===== src/hw/controller_pkg.sv =====
// ----------------------------------------
// Controller package
// Bus, drive and mode types plus SCL timing
// ----------------------------------------
package controller_pkg;

  // SCL timing, in clock cycles
  localparam int unsigned SclHalfCycles = 4;
  localparam int unsigned AddrBits = 8;

  // START + 8 bits (low and high half each) + STOP (low and high)
  localparam int unsigned XferCycles = (1 + 2 * AddrBits + 2) * SclHalfCycles;

  typedef logic [AddrBits-1:0] bus_addr_t;
  typedef logic [$clog2(SclHalfCycles)-1:0] half_cnt_t;
  typedef logic [$clog2(AddrBits)-1:0] bit_cnt_t;
  typedef logic [$clog2(XferCycles+1)-1:0] xfer_cnt_t;

  typedef enum logic {
    MODE_STANDBY = 1'b0,
    MODE_ACTIVE  = 1'b1
  } ctrl_mode_t;

  typedef struct packed {
    logic scl;
    logic sda;
    logic scl_rise;
    logic start;
    logic rstart;
    logic stop;
    logic in_frame;
  } bus_state_t;

  // Open drain, 1 releases the line
  typedef struct packed {
    logic scl;
    logic sda;
  } phy_drive_t;

  typedef enum logic [2:0] {
    IDLE,
    START,
    BIT_LOW,
    BIT_HIGH,
    STOP_LOW,
    STOP_HIGH
  } active_state_t;

  localparam bus_state_t BusIdle = '{scl: 1'b1, sda: 1'b1, default: 1'b0};

endpackage


===== src/hw/bus_monitor.sv =====
// ----------------------------------------
// Bus state monitor
// Synchronizes SCL/SDA and flags START,
// repeated START and STOP conditions
// ----------------------------------------
module bus_monitor
  import controller_pkg::*;
(
  input  logic       clk_i,
  input  logic       reset_i,
  input  logic       scl_i,
  input  logic       sda_i,
  output bus_state_t state_o
);

  logic [1:0] scl_sync_q;
  logic [1:0] sda_sync_q;
  logic       scl_s;
  logic       sda_s;
  logic       scl_high;
  logic       sda_fall;
  logic       sda_rise;
  bus_state_t state_q;

  // Two-stage synchronizers, idle bus is high
  always_ff @(posedge clk_i) begin
    if (reset_i) begin
      scl_sync_q <= 2'b11;
      sda_sync_q <= 2'b11;
    end else begin
      scl_sync_q <= {scl_sync_q[0], scl_i};
      sda_sync_q <= {sda_sync_q[0], sda_i};
    end
  end

  assign scl_s = scl_sync_q[1];
  assign sda_s = sda_sync_q[1];

  // state_q holds the previous synchronized sample
  assign scl_high = state_q.scl & scl_s;
  assign sda_fall = state_q.sda & ~sda_s;
  assign sda_rise = ~state_q.sda & sda_s;

  always_ff @(posedge clk_i) begin
    if (reset_i) begin
      state_q <= BusIdle;
    end else begin
      state_q.scl      <= scl_s;
      state_q.sda      <= sda_s;
      state_q.scl_rise <= ~state_q.scl & scl_s;
      state_q.start    <= scl_high & sda_fall & ~state_q.in_frame;
      state_q.rstart   <= scl_high & sda_fall & state_q.in_frame;
      state_q.stop     <= scl_high & sda_rise;

      // Frame opens on any START, closes on STOP
      if (scl_high & sda_fall) begin
        state_q.in_frame <= 1'b1;
      end else if (scl_high & sda_rise) begin
        state_q.in_frame <= 1'b0;
      end
    end
  end

  assign state_o = state_q;

endmodule


===== src/hw/phy_arbiter.sv =====
// ----------------------------------------
// PHY arbiter
// Grants the pins to one peer and defers
// mode changes until the bus is free
// ----------------------------------------
module phy_arbiter
  import controller_pkg::*;
(
  input  logic       clk_i,
  input  logic       reset_i,
  input  logic       cfg_we_i,
  input  ctrl_mode_t cfg_mode_i,
  input  bus_state_t bus_i,
  input  logic       busy_i,
  input  phy_drive_t active_drive_i,
  input  phy_drive_t standby_drive_i,
  output bus_state_t active_bus_o,
  output bus_state_t standby_bus_o,
  output logic       active_grant_o,
  output logic       scl_o,
  output logic       sda_o
);

  ctrl_mode_t mode_q;
  ctrl_mode_t pend_mode_q;
  ctrl_mode_t next_mode;
  logic       pend_q;
  logic       bus_free;
  logic       grant;

  assign bus_free  = ~bus_i.in_frame & ~busy_i;
  // A fresh write overrides an older pending one
  assign next_mode = cfg_we_i ? cfg_mode_i : pend_mode_q;

  always_ff @(posedge clk_i) begin
    if (reset_i) begin
      mode_q <= MODE_STANDBY;
      pend_q <= 1'b0;
    end else if ((cfg_we_i | pend_q) & bus_free) begin
      mode_q <= next_mode;
      pend_q <= 1'b0;
    end else if (cfg_we_i) begin
      pend_q <= 1'b1;
    end
  end

  always_ff @(posedge clk_i) begin
    if (cfg_we_i) begin
      pend_mode_q <= cfg_mode_i;
    end
  end

  assign grant          = (mode_q == MODE_ACTIVE);
  assign active_grant_o = grant;

  // Unselected peer sees an idle bus
  always_comb begin
    active_bus_o  = BusIdle;
    standby_bus_o = BusIdle;
    if (grant) begin
      active_bus_o = bus_i;
      scl_o        = active_drive_i.scl;
      sda_o        = active_drive_i.sda;
    end else begin
      standby_bus_o = bus_i;
      scl_o         = standby_drive_i.scl;
      sda_o         = standby_drive_i.sda;
    end
  end

endmodule


===== src/hw/active_controller.sv =====
// ----------------------------------------
// Active controller
// Drives START, one address byte and STOP
// ----------------------------------------
module active_controller
  import controller_pkg::*;
(
  input  logic       clk_i,
  input  logic       reset_i,
  input  logic       grant_i,
  input  logic       cmd_valid_i,
  input  bus_addr_t  cmd_addr_i,
  input  bus_state_t bus_i,
  output phy_drive_t drive_o,
  output logic       busy_o
);

  active_state_t state_q;
  active_state_t state_d;
  half_cnt_t     half_cnt_q;
  bit_cnt_t      bit_cnt_q;
  xfer_cnt_t     xfer_left_q;
  bus_addr_t     shift_q;
  logic          accept;
  logic          half_end;
  logic          last_bit;
  logic          bit_done;

  // Refuse while someone else's frame is still on the bus
  assign accept   = cmd_valid_i & grant_i & (state_q == IDLE) & ~bus_i.in_frame;
  assign half_end = (half_cnt_q == half_cnt_t'(SclHalfCycles - 1));
  assign last_bit = (bit_cnt_q == bit_cnt_t'(AddrBits - 1));
  assign bit_done = (state_q == BIT_HIGH) & half_end;

  always_comb begin
    state_d = state_q;
    case (state_q)
      IDLE:      if (accept) state_d = START;
      START:     if (half_end) state_d = BIT_LOW;
      BIT_LOW:   if (half_end) state_d = BIT_HIGH;
      BIT_HIGH:  if (half_end) state_d = last_bit ? STOP_LOW : BIT_LOW;
      STOP_LOW:  if (half_end) state_d = STOP_HIGH;
      STOP_HIGH: if (half_end) state_d = IDLE;
      default:   state_d = IDLE;
    endcase
  end

  always_ff @(posedge clk_i) begin
    if (reset_i) begin
      state_q     <= IDLE;
      half_cnt_q  <= '0;
      bit_cnt_q   <= '0;
      xfer_left_q <= '0;
    end else begin
      state_q <= state_d;
      if (accept) begin
        half_cnt_q  <= '0;
        bit_cnt_q   <= '0;
        xfer_left_q <= xfer_cnt_t'(XferCycles);
      end else if (state_q != IDLE) begin
        half_cnt_q  <= half_end ? '0 : half_cnt_q + 1'b1;
        xfer_left_q <= xfer_left_q - 1'b1;
        if (bit_done) begin
          bit_cnt_q <= bit_cnt_q + 1'b1;
        end
      end
    end
  end

  // MSB first, next bit lands as SCL falls
  always_ff @(posedge clk_i) begin
    if (accept) begin
      shift_q <= cmd_addr_i;
    end else if (bit_done) begin
      shift_q <= {shift_q[AddrBits-2:0], 1'b0};
    end
  end

  always_comb begin
    drive_o = '{scl: 1'b1, sda: 1'b1};
    case (state_q)
      START: drive_o.sda = 1'b0;
      BIT_LOW: begin
        drive_o.scl = 1'b0;
        drive_o.sda = shift_q[AddrBits-1];
      end
      BIT_HIGH: drive_o.sda = shift_q[AddrBits-1];
      STOP_LOW: begin
        drive_o.scl = 1'b0;
        drive_o.sda = 1'b0;
      end
      STOP_HIGH: drive_o.sda = 1'b0;
      default: drive_o = '{scl: 1'b1, sda: 1'b1};
    endcase
  end

  // Runs down over the whole 19 half periods
  assign busy_o = (xfer_left_q != '0);

endmodule


===== src/hw/target_addr_capture.sv =====
// ----------------------------------------
// Target address capture
// Reports the first byte after each START
// ----------------------------------------
module target_addr_capture
  import controller_pkg::*;
(
  input  logic       clk_i,
  input  logic       reset_i,
  input  bus_state_t bus_i,
  output phy_drive_t drive_o,
  output bus_addr_t  addr_o,
  output logic       addr_valid_o
);

  bus_addr_t shift_q;
  bus_addr_t addr_q;
  bit_cnt_t  bit_cnt_q;
  logic      armed_q;
  logic      valid_q;
  logic      sample;
  logic      last_bit;

  assign sample   = armed_q & bus_i.scl_rise;
  assign last_bit = (bit_cnt_q == bit_cnt_t'(AddrBits - 1));

  always_ff @(posedge clk_i) begin
    if (reset_i) begin
      armed_q   <= 1'b0;
      bit_cnt_q <= '0;
      valid_q   <= 1'b0;
      addr_q    <= '0;
    end else begin
      valid_q <= 1'b0;
      if (bus_i.start | bus_i.rstart) begin
        armed_q   <= 1'b1;
        bit_cnt_q <= '0;
      end else if (bus_i.stop) begin
        armed_q <= 1'b0;
      end else if (sample) begin
        bit_cnt_q <= bit_cnt_q + 1'b1;
        if (last_bit) begin
          // Rest of the frame is ignored
          armed_q <= 1'b0;
          valid_q <= 1'b1;
          addr_q  <= {shift_q[AddrBits-2:0], bus_i.sda};
        end
      end
    end
  end

  always_ff @(posedge clk_i) begin
    if (sample) begin
      shift_q <= {shift_q[AddrBits-2:0], bus_i.sda};
    end
  end

  // No ACK, lines stay released
  assign drive_o      = '{scl: 1'b1, sda: 1'b1};
  assign addr_o       = addr_q;
  assign addr_valid_o = valid_q;

endmodule


===== src/hw/controller.sv =====
// ----------------------------------------
// Controller top
// Bus monitor, PHY arbiter, active peer
// and standby address capture
// ----------------------------------------
module controller
  import controller_pkg::*;
(
  input  logic       clk_i,
  input  logic       reset_i,
  input  logic       scl_i,
  input  logic       sda_i,
  input  logic       cfg_we_i,
  input  ctrl_mode_t cfg_mode_i,
  input  logic       cmd_valid_i,
  input  bus_addr_t  cmd_addr_i,
  output logic       scl_o,
  output logic       sda_o,
  output logic       bus_start_o,
  output logic       bus_rstart_o,
  output logic       bus_stop_o,
  output bus_addr_t  bus_addr_o,
  output logic       bus_addr_valid_o,
  output logic       xfer_in_progress_o
);

  bus_state_t bus;
  bus_state_t active_bus;
  bus_state_t standby_bus;
  phy_drive_t active_drive;
  phy_drive_t standby_drive;
  logic       active_grant;

  bus_monitor xbus_monitor (
    .clk_i   (clk_i),
    .reset_i (reset_i),
    .scl_i   (scl_i),
    .sda_i   (sda_i),
    .state_o (bus)
  );

  phy_arbiter xphy_arbiter (
    .clk_i           (clk_i),
    .reset_i         (reset_i),
    .cfg_we_i        (cfg_we_i),
    .cfg_mode_i      (cfg_mode_i),
    .bus_i           (bus),
    .busy_i          (xfer_in_progress_o),
    .active_drive_i  (active_drive),
    .standby_drive_i (standby_drive),
    .active_bus_o    (active_bus),
    .standby_bus_o   (standby_bus),
    .active_grant_o  (active_grant),
    .scl_o           (scl_o),
    .sda_o           (sda_o)
  );

  active_controller xactive_controller (
    .clk_i       (clk_i),
    .reset_i     (reset_i),
    .grant_i     (active_grant),
    .cmd_valid_i (cmd_valid_i),
    .cmd_addr_i  (cmd_addr_i),
    .bus_i       (active_bus),
    .drive_o     (active_drive),
    .busy_o      (xfer_in_progress_o)
  );

  target_addr_capture xtarget_addr_capture (
    .clk_i        (clk_i),
    .reset_i      (reset_i),
    .bus_i        (standby_bus),
    .drive_o      (standby_drive),
    .addr_o       (bus_addr_o),
    .addr_valid_o (bus_addr_valid_o)
  );

  // Conditions as seen on the pins, whichever peer owns them
  assign bus_start_o  = bus.start;
  assign bus_rstart_o = bus.rstart;
  assign bus_stop_o   = bus.stop;

endmodule


===== config.mk =====
export PLATFORM = sky130hd
export DESIGN_NAME = controller
export DESIGN_NICKNAME = d
export VERILOG_FILES = /design/src/hw/controller_pkg.sv /design/src/hw/bus_monitor.sv /design/src/hw/phy_arbiter.sv /design/src/hw/active_controller.sv /design/src/hw/target_addr_capture.sv /design/src/hw/controller.sv
export SDC_FILE = /design/constraint.sdc
export NUM_CORES = 1
export LEC_CHECK = 0
export BUFFER_PORTS_ARGS = -buffer_cell sky130_fd_sc_hd__buf_2
export CAP_MARGIN = 10
export CORE_UTILIZATION = 56
export CTS_CLUSTER_DIAMETER = 120
export DETAILED_ROUTE_END_ITERATION = 10
export GPL_TIMING_DRIVEN = 0
export HOLD_SLACK_MARGIN = 0.15
export PLACE_DENSITY = 0.79
export SETUP_SLACK_MARGIN = 0.1
export SYNTH_ARGS = -nofsm -noshare
export SYNTH_HDL_FRONTEND = slang
export SYNTH_SLANG_ARGS = --single-unit

===== constraint.sdc =====
create_clock -name clk_i -period 1.93 [get_ports clk_i]
set_input_delay 0.193 -clock clk_i [delete_from_list [all_inputs] [get_ports clk_i]]
set_output_delay 0.193 -clock clk_i [all_outputs]
set_load 0.01 [all_outputs]

==> results.md <==
- Xor and xnor fraction of the mapped netlist area: 1.49%
- CP arrival: 2.00 ns
- RSZ-0062 raised after global routing: false
- Synth Area in Compound Gates: 7.86%
- Largest family of logic cells by synthesized area: simple AND/OR/NAND/NOR gates
- Initial Utilization: between 50% and 60%
- CP peak stage delay: 0.55 ns
- Core footprint: 4030 um^2
- Die ar.: ~4500 um^2
- Initial antenna violation count: 0
- Synth warn: 0
- Synth Net Count: 235
- CTS Buffer Depth: 2
- Clock Power Share: between 30% and 40%
- Share of cells above drive strength 1: 27.9%
- RePlAce Congestion: 0.749
- Overflow after GRT: 0
- Cell with the most instances after synthesis: dfxtp_1
- Largest cells by area after synthesis: dfxtp_1 (36%), edfxtp_1 (19%), mux2i_1 (5.1%)
- Seq/Total Area, Yosys: between 50% and 60%
- WS Path Type: flip-flop to flip-flop
- Final ANT Viol Nets: 0
- Clk slew on worst S/H paths: 0.06 ns
- DRC viols: 0
- Distinct cell type count after synthesis: 47
- Total power: 3.06 mW
- Syn Inst Count: 214
- Slew @ Worst Pin: around 0.77 ns
- Sw power: 0.827 mW
- Post-synthesis mux area share: 8.92%
- Mapped Area: about 2400 um^2
- Area share of the largest cell type after synthesis: 35.7%
- Yosys top cell by area: dfxtp_1
- Mean Syn Cell Area: 11.0 um^2
- HP Class: primary input to flip-flop
- Slew HR: 47.8%
- Crit share post-route: 91.0%
- First-pass GRT wire length: ~6400 um
- Sequential share of power: 46.5%
- Largest net degree at the start of global routing: 11
- H-Tree Depth: 3
- Status: complete, no violations
- Initial DRC count: 89
- Fin crit period: roughly 1.8 ns
- Synth Register Bits: 57
- DP Area: 2560 um^2
- Rows: 23
- Io pins: 30
- Max VDD drop: 0.811 mV
- Post-Synth Simple-Gate Area: 20.9%
- Leakage: 1.15 nW
- Top_reg_cell synth: dfxtp_1
- CTS buffer count: 9
- Dpl hpwl: 2800 um
- Chip width: 66.9 um
- Clk Latency, worst-skew pair: roughly 0.33 ns
- Crit Path Max Fanout: 6
- Synth top cells by count: dfxtp_1 (42), nor2_1 (18), nand2b_1 (17)
- Slowest cell on crit path: or4_1
- Pint: approximately 2.2 mW
- Setup TNS: 0 ns
- Post-DR wirelength/cell: around 14 um
- Startpoint Class: flip-flop
- Gr usage total: 20.6%
- Final Hold Viols: 0
- Total wire length: 4380 um
- Final non-filler cell total: 315
- Vias in the first global route: roughly 1.5k
- Slew Viols, Final: 0
- Clock Sinks: 57
- Number of synthesized flops with an enable pin: 15
- Antenna diodes: 0
- Critical-path cell list: or4_1 > or4_1 > a221oi_2
- Die height: around 67 um
- Setup ws final: about 0.17 ns
- Synth Area in Adders: ~3.2%
- FFs w/ async S/R, synth: 0%
- PortBufs: 28
- Via count: 1711
- Synthesis-to-layout area growth: 21.9%
- Setup Skew: 0.00642 ns
- CTS tree: done
- Buf/Inv on CP: 0
- # setup viols final: 0
- Drt first pass iters: 4
- Pwr per Cell Area: around 1100 nW/um^2
- Fmax: 569 MHz
- Pre-CTS setup slack: -0.171 ns
- Reg2reg setup slack: roughly 0.17 ns
- Sw frac: 27.0%
- Final net count: about 280
- CP top delay family: simple AND/OR/NAND/NOR gates
- Worst Setup End Kind: flip-flop
- Worst EP required: around 2.2 ns
- Placed insts: 292
- Via-to-Cell Ratio: 5.43
- Most Frequent Cell on Critical Path: or4_1
- Max-cap violation count: 0
- Final instance area: 2870 um^2
- Root buf cell: clkbuf_8
- Combinational share of power: 18.0%
[kinds of logic after synthesis]
family,count (synthesis)
and+or+nand+nor,85
DFF,57
AOI/OAI and AO/OA,29
muxes,20
buffers and inverters,13
adders and majority gates,6
xor gates and xnor gates,4
[final cells by class]
type / count / area, um^2
flip-flops and latches: 57 / 1290
fillers: 305 / 1160
multi-input cells: 144 / 1040
repair buffers: 35 / 218
clock buffers: 13 / 149
well taps: 50 / 62.6
plain buffers: 8 / 52.6
clock inverters: 3 / 40.0
inverters: 5 / 18.8
[metal layers]
metal | part of all wire, % | global-route usage (%) | vias up
met3 | 4.2 | 5.14 | 6
met5 | 0 | 0 | -
met1 | 46 | 24.2 | 809
met4 | 1.6 | 14.4 | 0
li1 | - | - | 860
met2 | 48 | 32.8 | 36
[timing repair]
item | 4_1_cts | 5_1_grt
gates resized for setup | 4 | 11
endpoints found under the setup margin | 24 | 27
endpoints found under the hold margin | 4 | 0
hold buffers | 5 | 0
pin swaps | 1 | 2
setup buffers | 1 | 1
[layout by cell type, fill, tap and decap left out, types with 5 or more instances in the layout]
master         instances
dfxtp_1               42
mux2_2                 8
nand2b_1              17
ha_1                   5
nor2_1                18
dlygate4sd3_1          5
or3_1                  5
nand2_1                6
clkbuf_8              11
edfxtp_1              15
clkbuf_1               5
inv_1                  5
o21ai_0                5
a21oi_1               11
or2_2                  8
mux2i_1               12
buf_2                 30
nor3_1                 6
[power groups by stage]
| stage | clock network, mW | registers (mW) | logic [mW] |
|---|---|---|---|
| 2_1_floorplan | 0 | 1.42 | 0.381 |
| 3_3_place_gp | 0 | 1.44 | 0.479 |
| 4_1_cts | 1.11 | 1.42 | 0.520 |
| 5_1_grt | 1.17 | 1.44 | 0.598 |
| 6_report | 1.09 | 1.42 | 0.551 |
| 3_5_place_dp | 0 | 1.45 | 0.494 |
[stage by stage]
step | utilization, % | hold slack, ns
finish | 71.3 | 0.165
global route | 71.3 | 0.157
CTS | 70.1 | 0.152
detailed placement | 63.5 | 0.377
global placement | 63.5 | 0.376
floorplan | - | 0.297
[worst paths after layout]
kind	startpoint	endpoint	cells past startpoint
setup reg to reg	xactive_controller.xfer_left_q[4]$_SDFFE_PP0P_	xphy_arbiter.active_grant_o$_SDFFE_PP0P_	3
hold reg to reg	xbus_monitor.scl_sync_q[0]$_SDFF_PP1_	xbus_monitor.scl_sync_q[1]$_SDFF_PP1_	1
setup / recovery	xactive_controller.xfer_left_q[4]$_SDFFE_PP0P_	xphy_arbiter.active_grant_o$_SDFFE_PP0P_	3
hold / removal	cmd_addr_i[4]	xactive_controller.shift_q[4]$_DFFE_PP_	2
[registers in the layout, summed over array words and instances (netlist names), 3 cells and up]
| signal | flops |
|---|---|
| xactive_controller.shift_q | 8 |
| xtarget_addr_capture.bit_cnt_q | 3 |
| xtarget_addr_capture.shift_q | 7 |
| xactive_controller.xfer_left_q | 7 |
| xtarget_addr_capture.addr_o | 8 |
| xbus_monitor.state_o | 7 |
| xactive_controller.bit_cnt_q | 3 |
| xactive_controller.state_q | 3 |
Note: power is estimated with default switching activity, not from simulation.
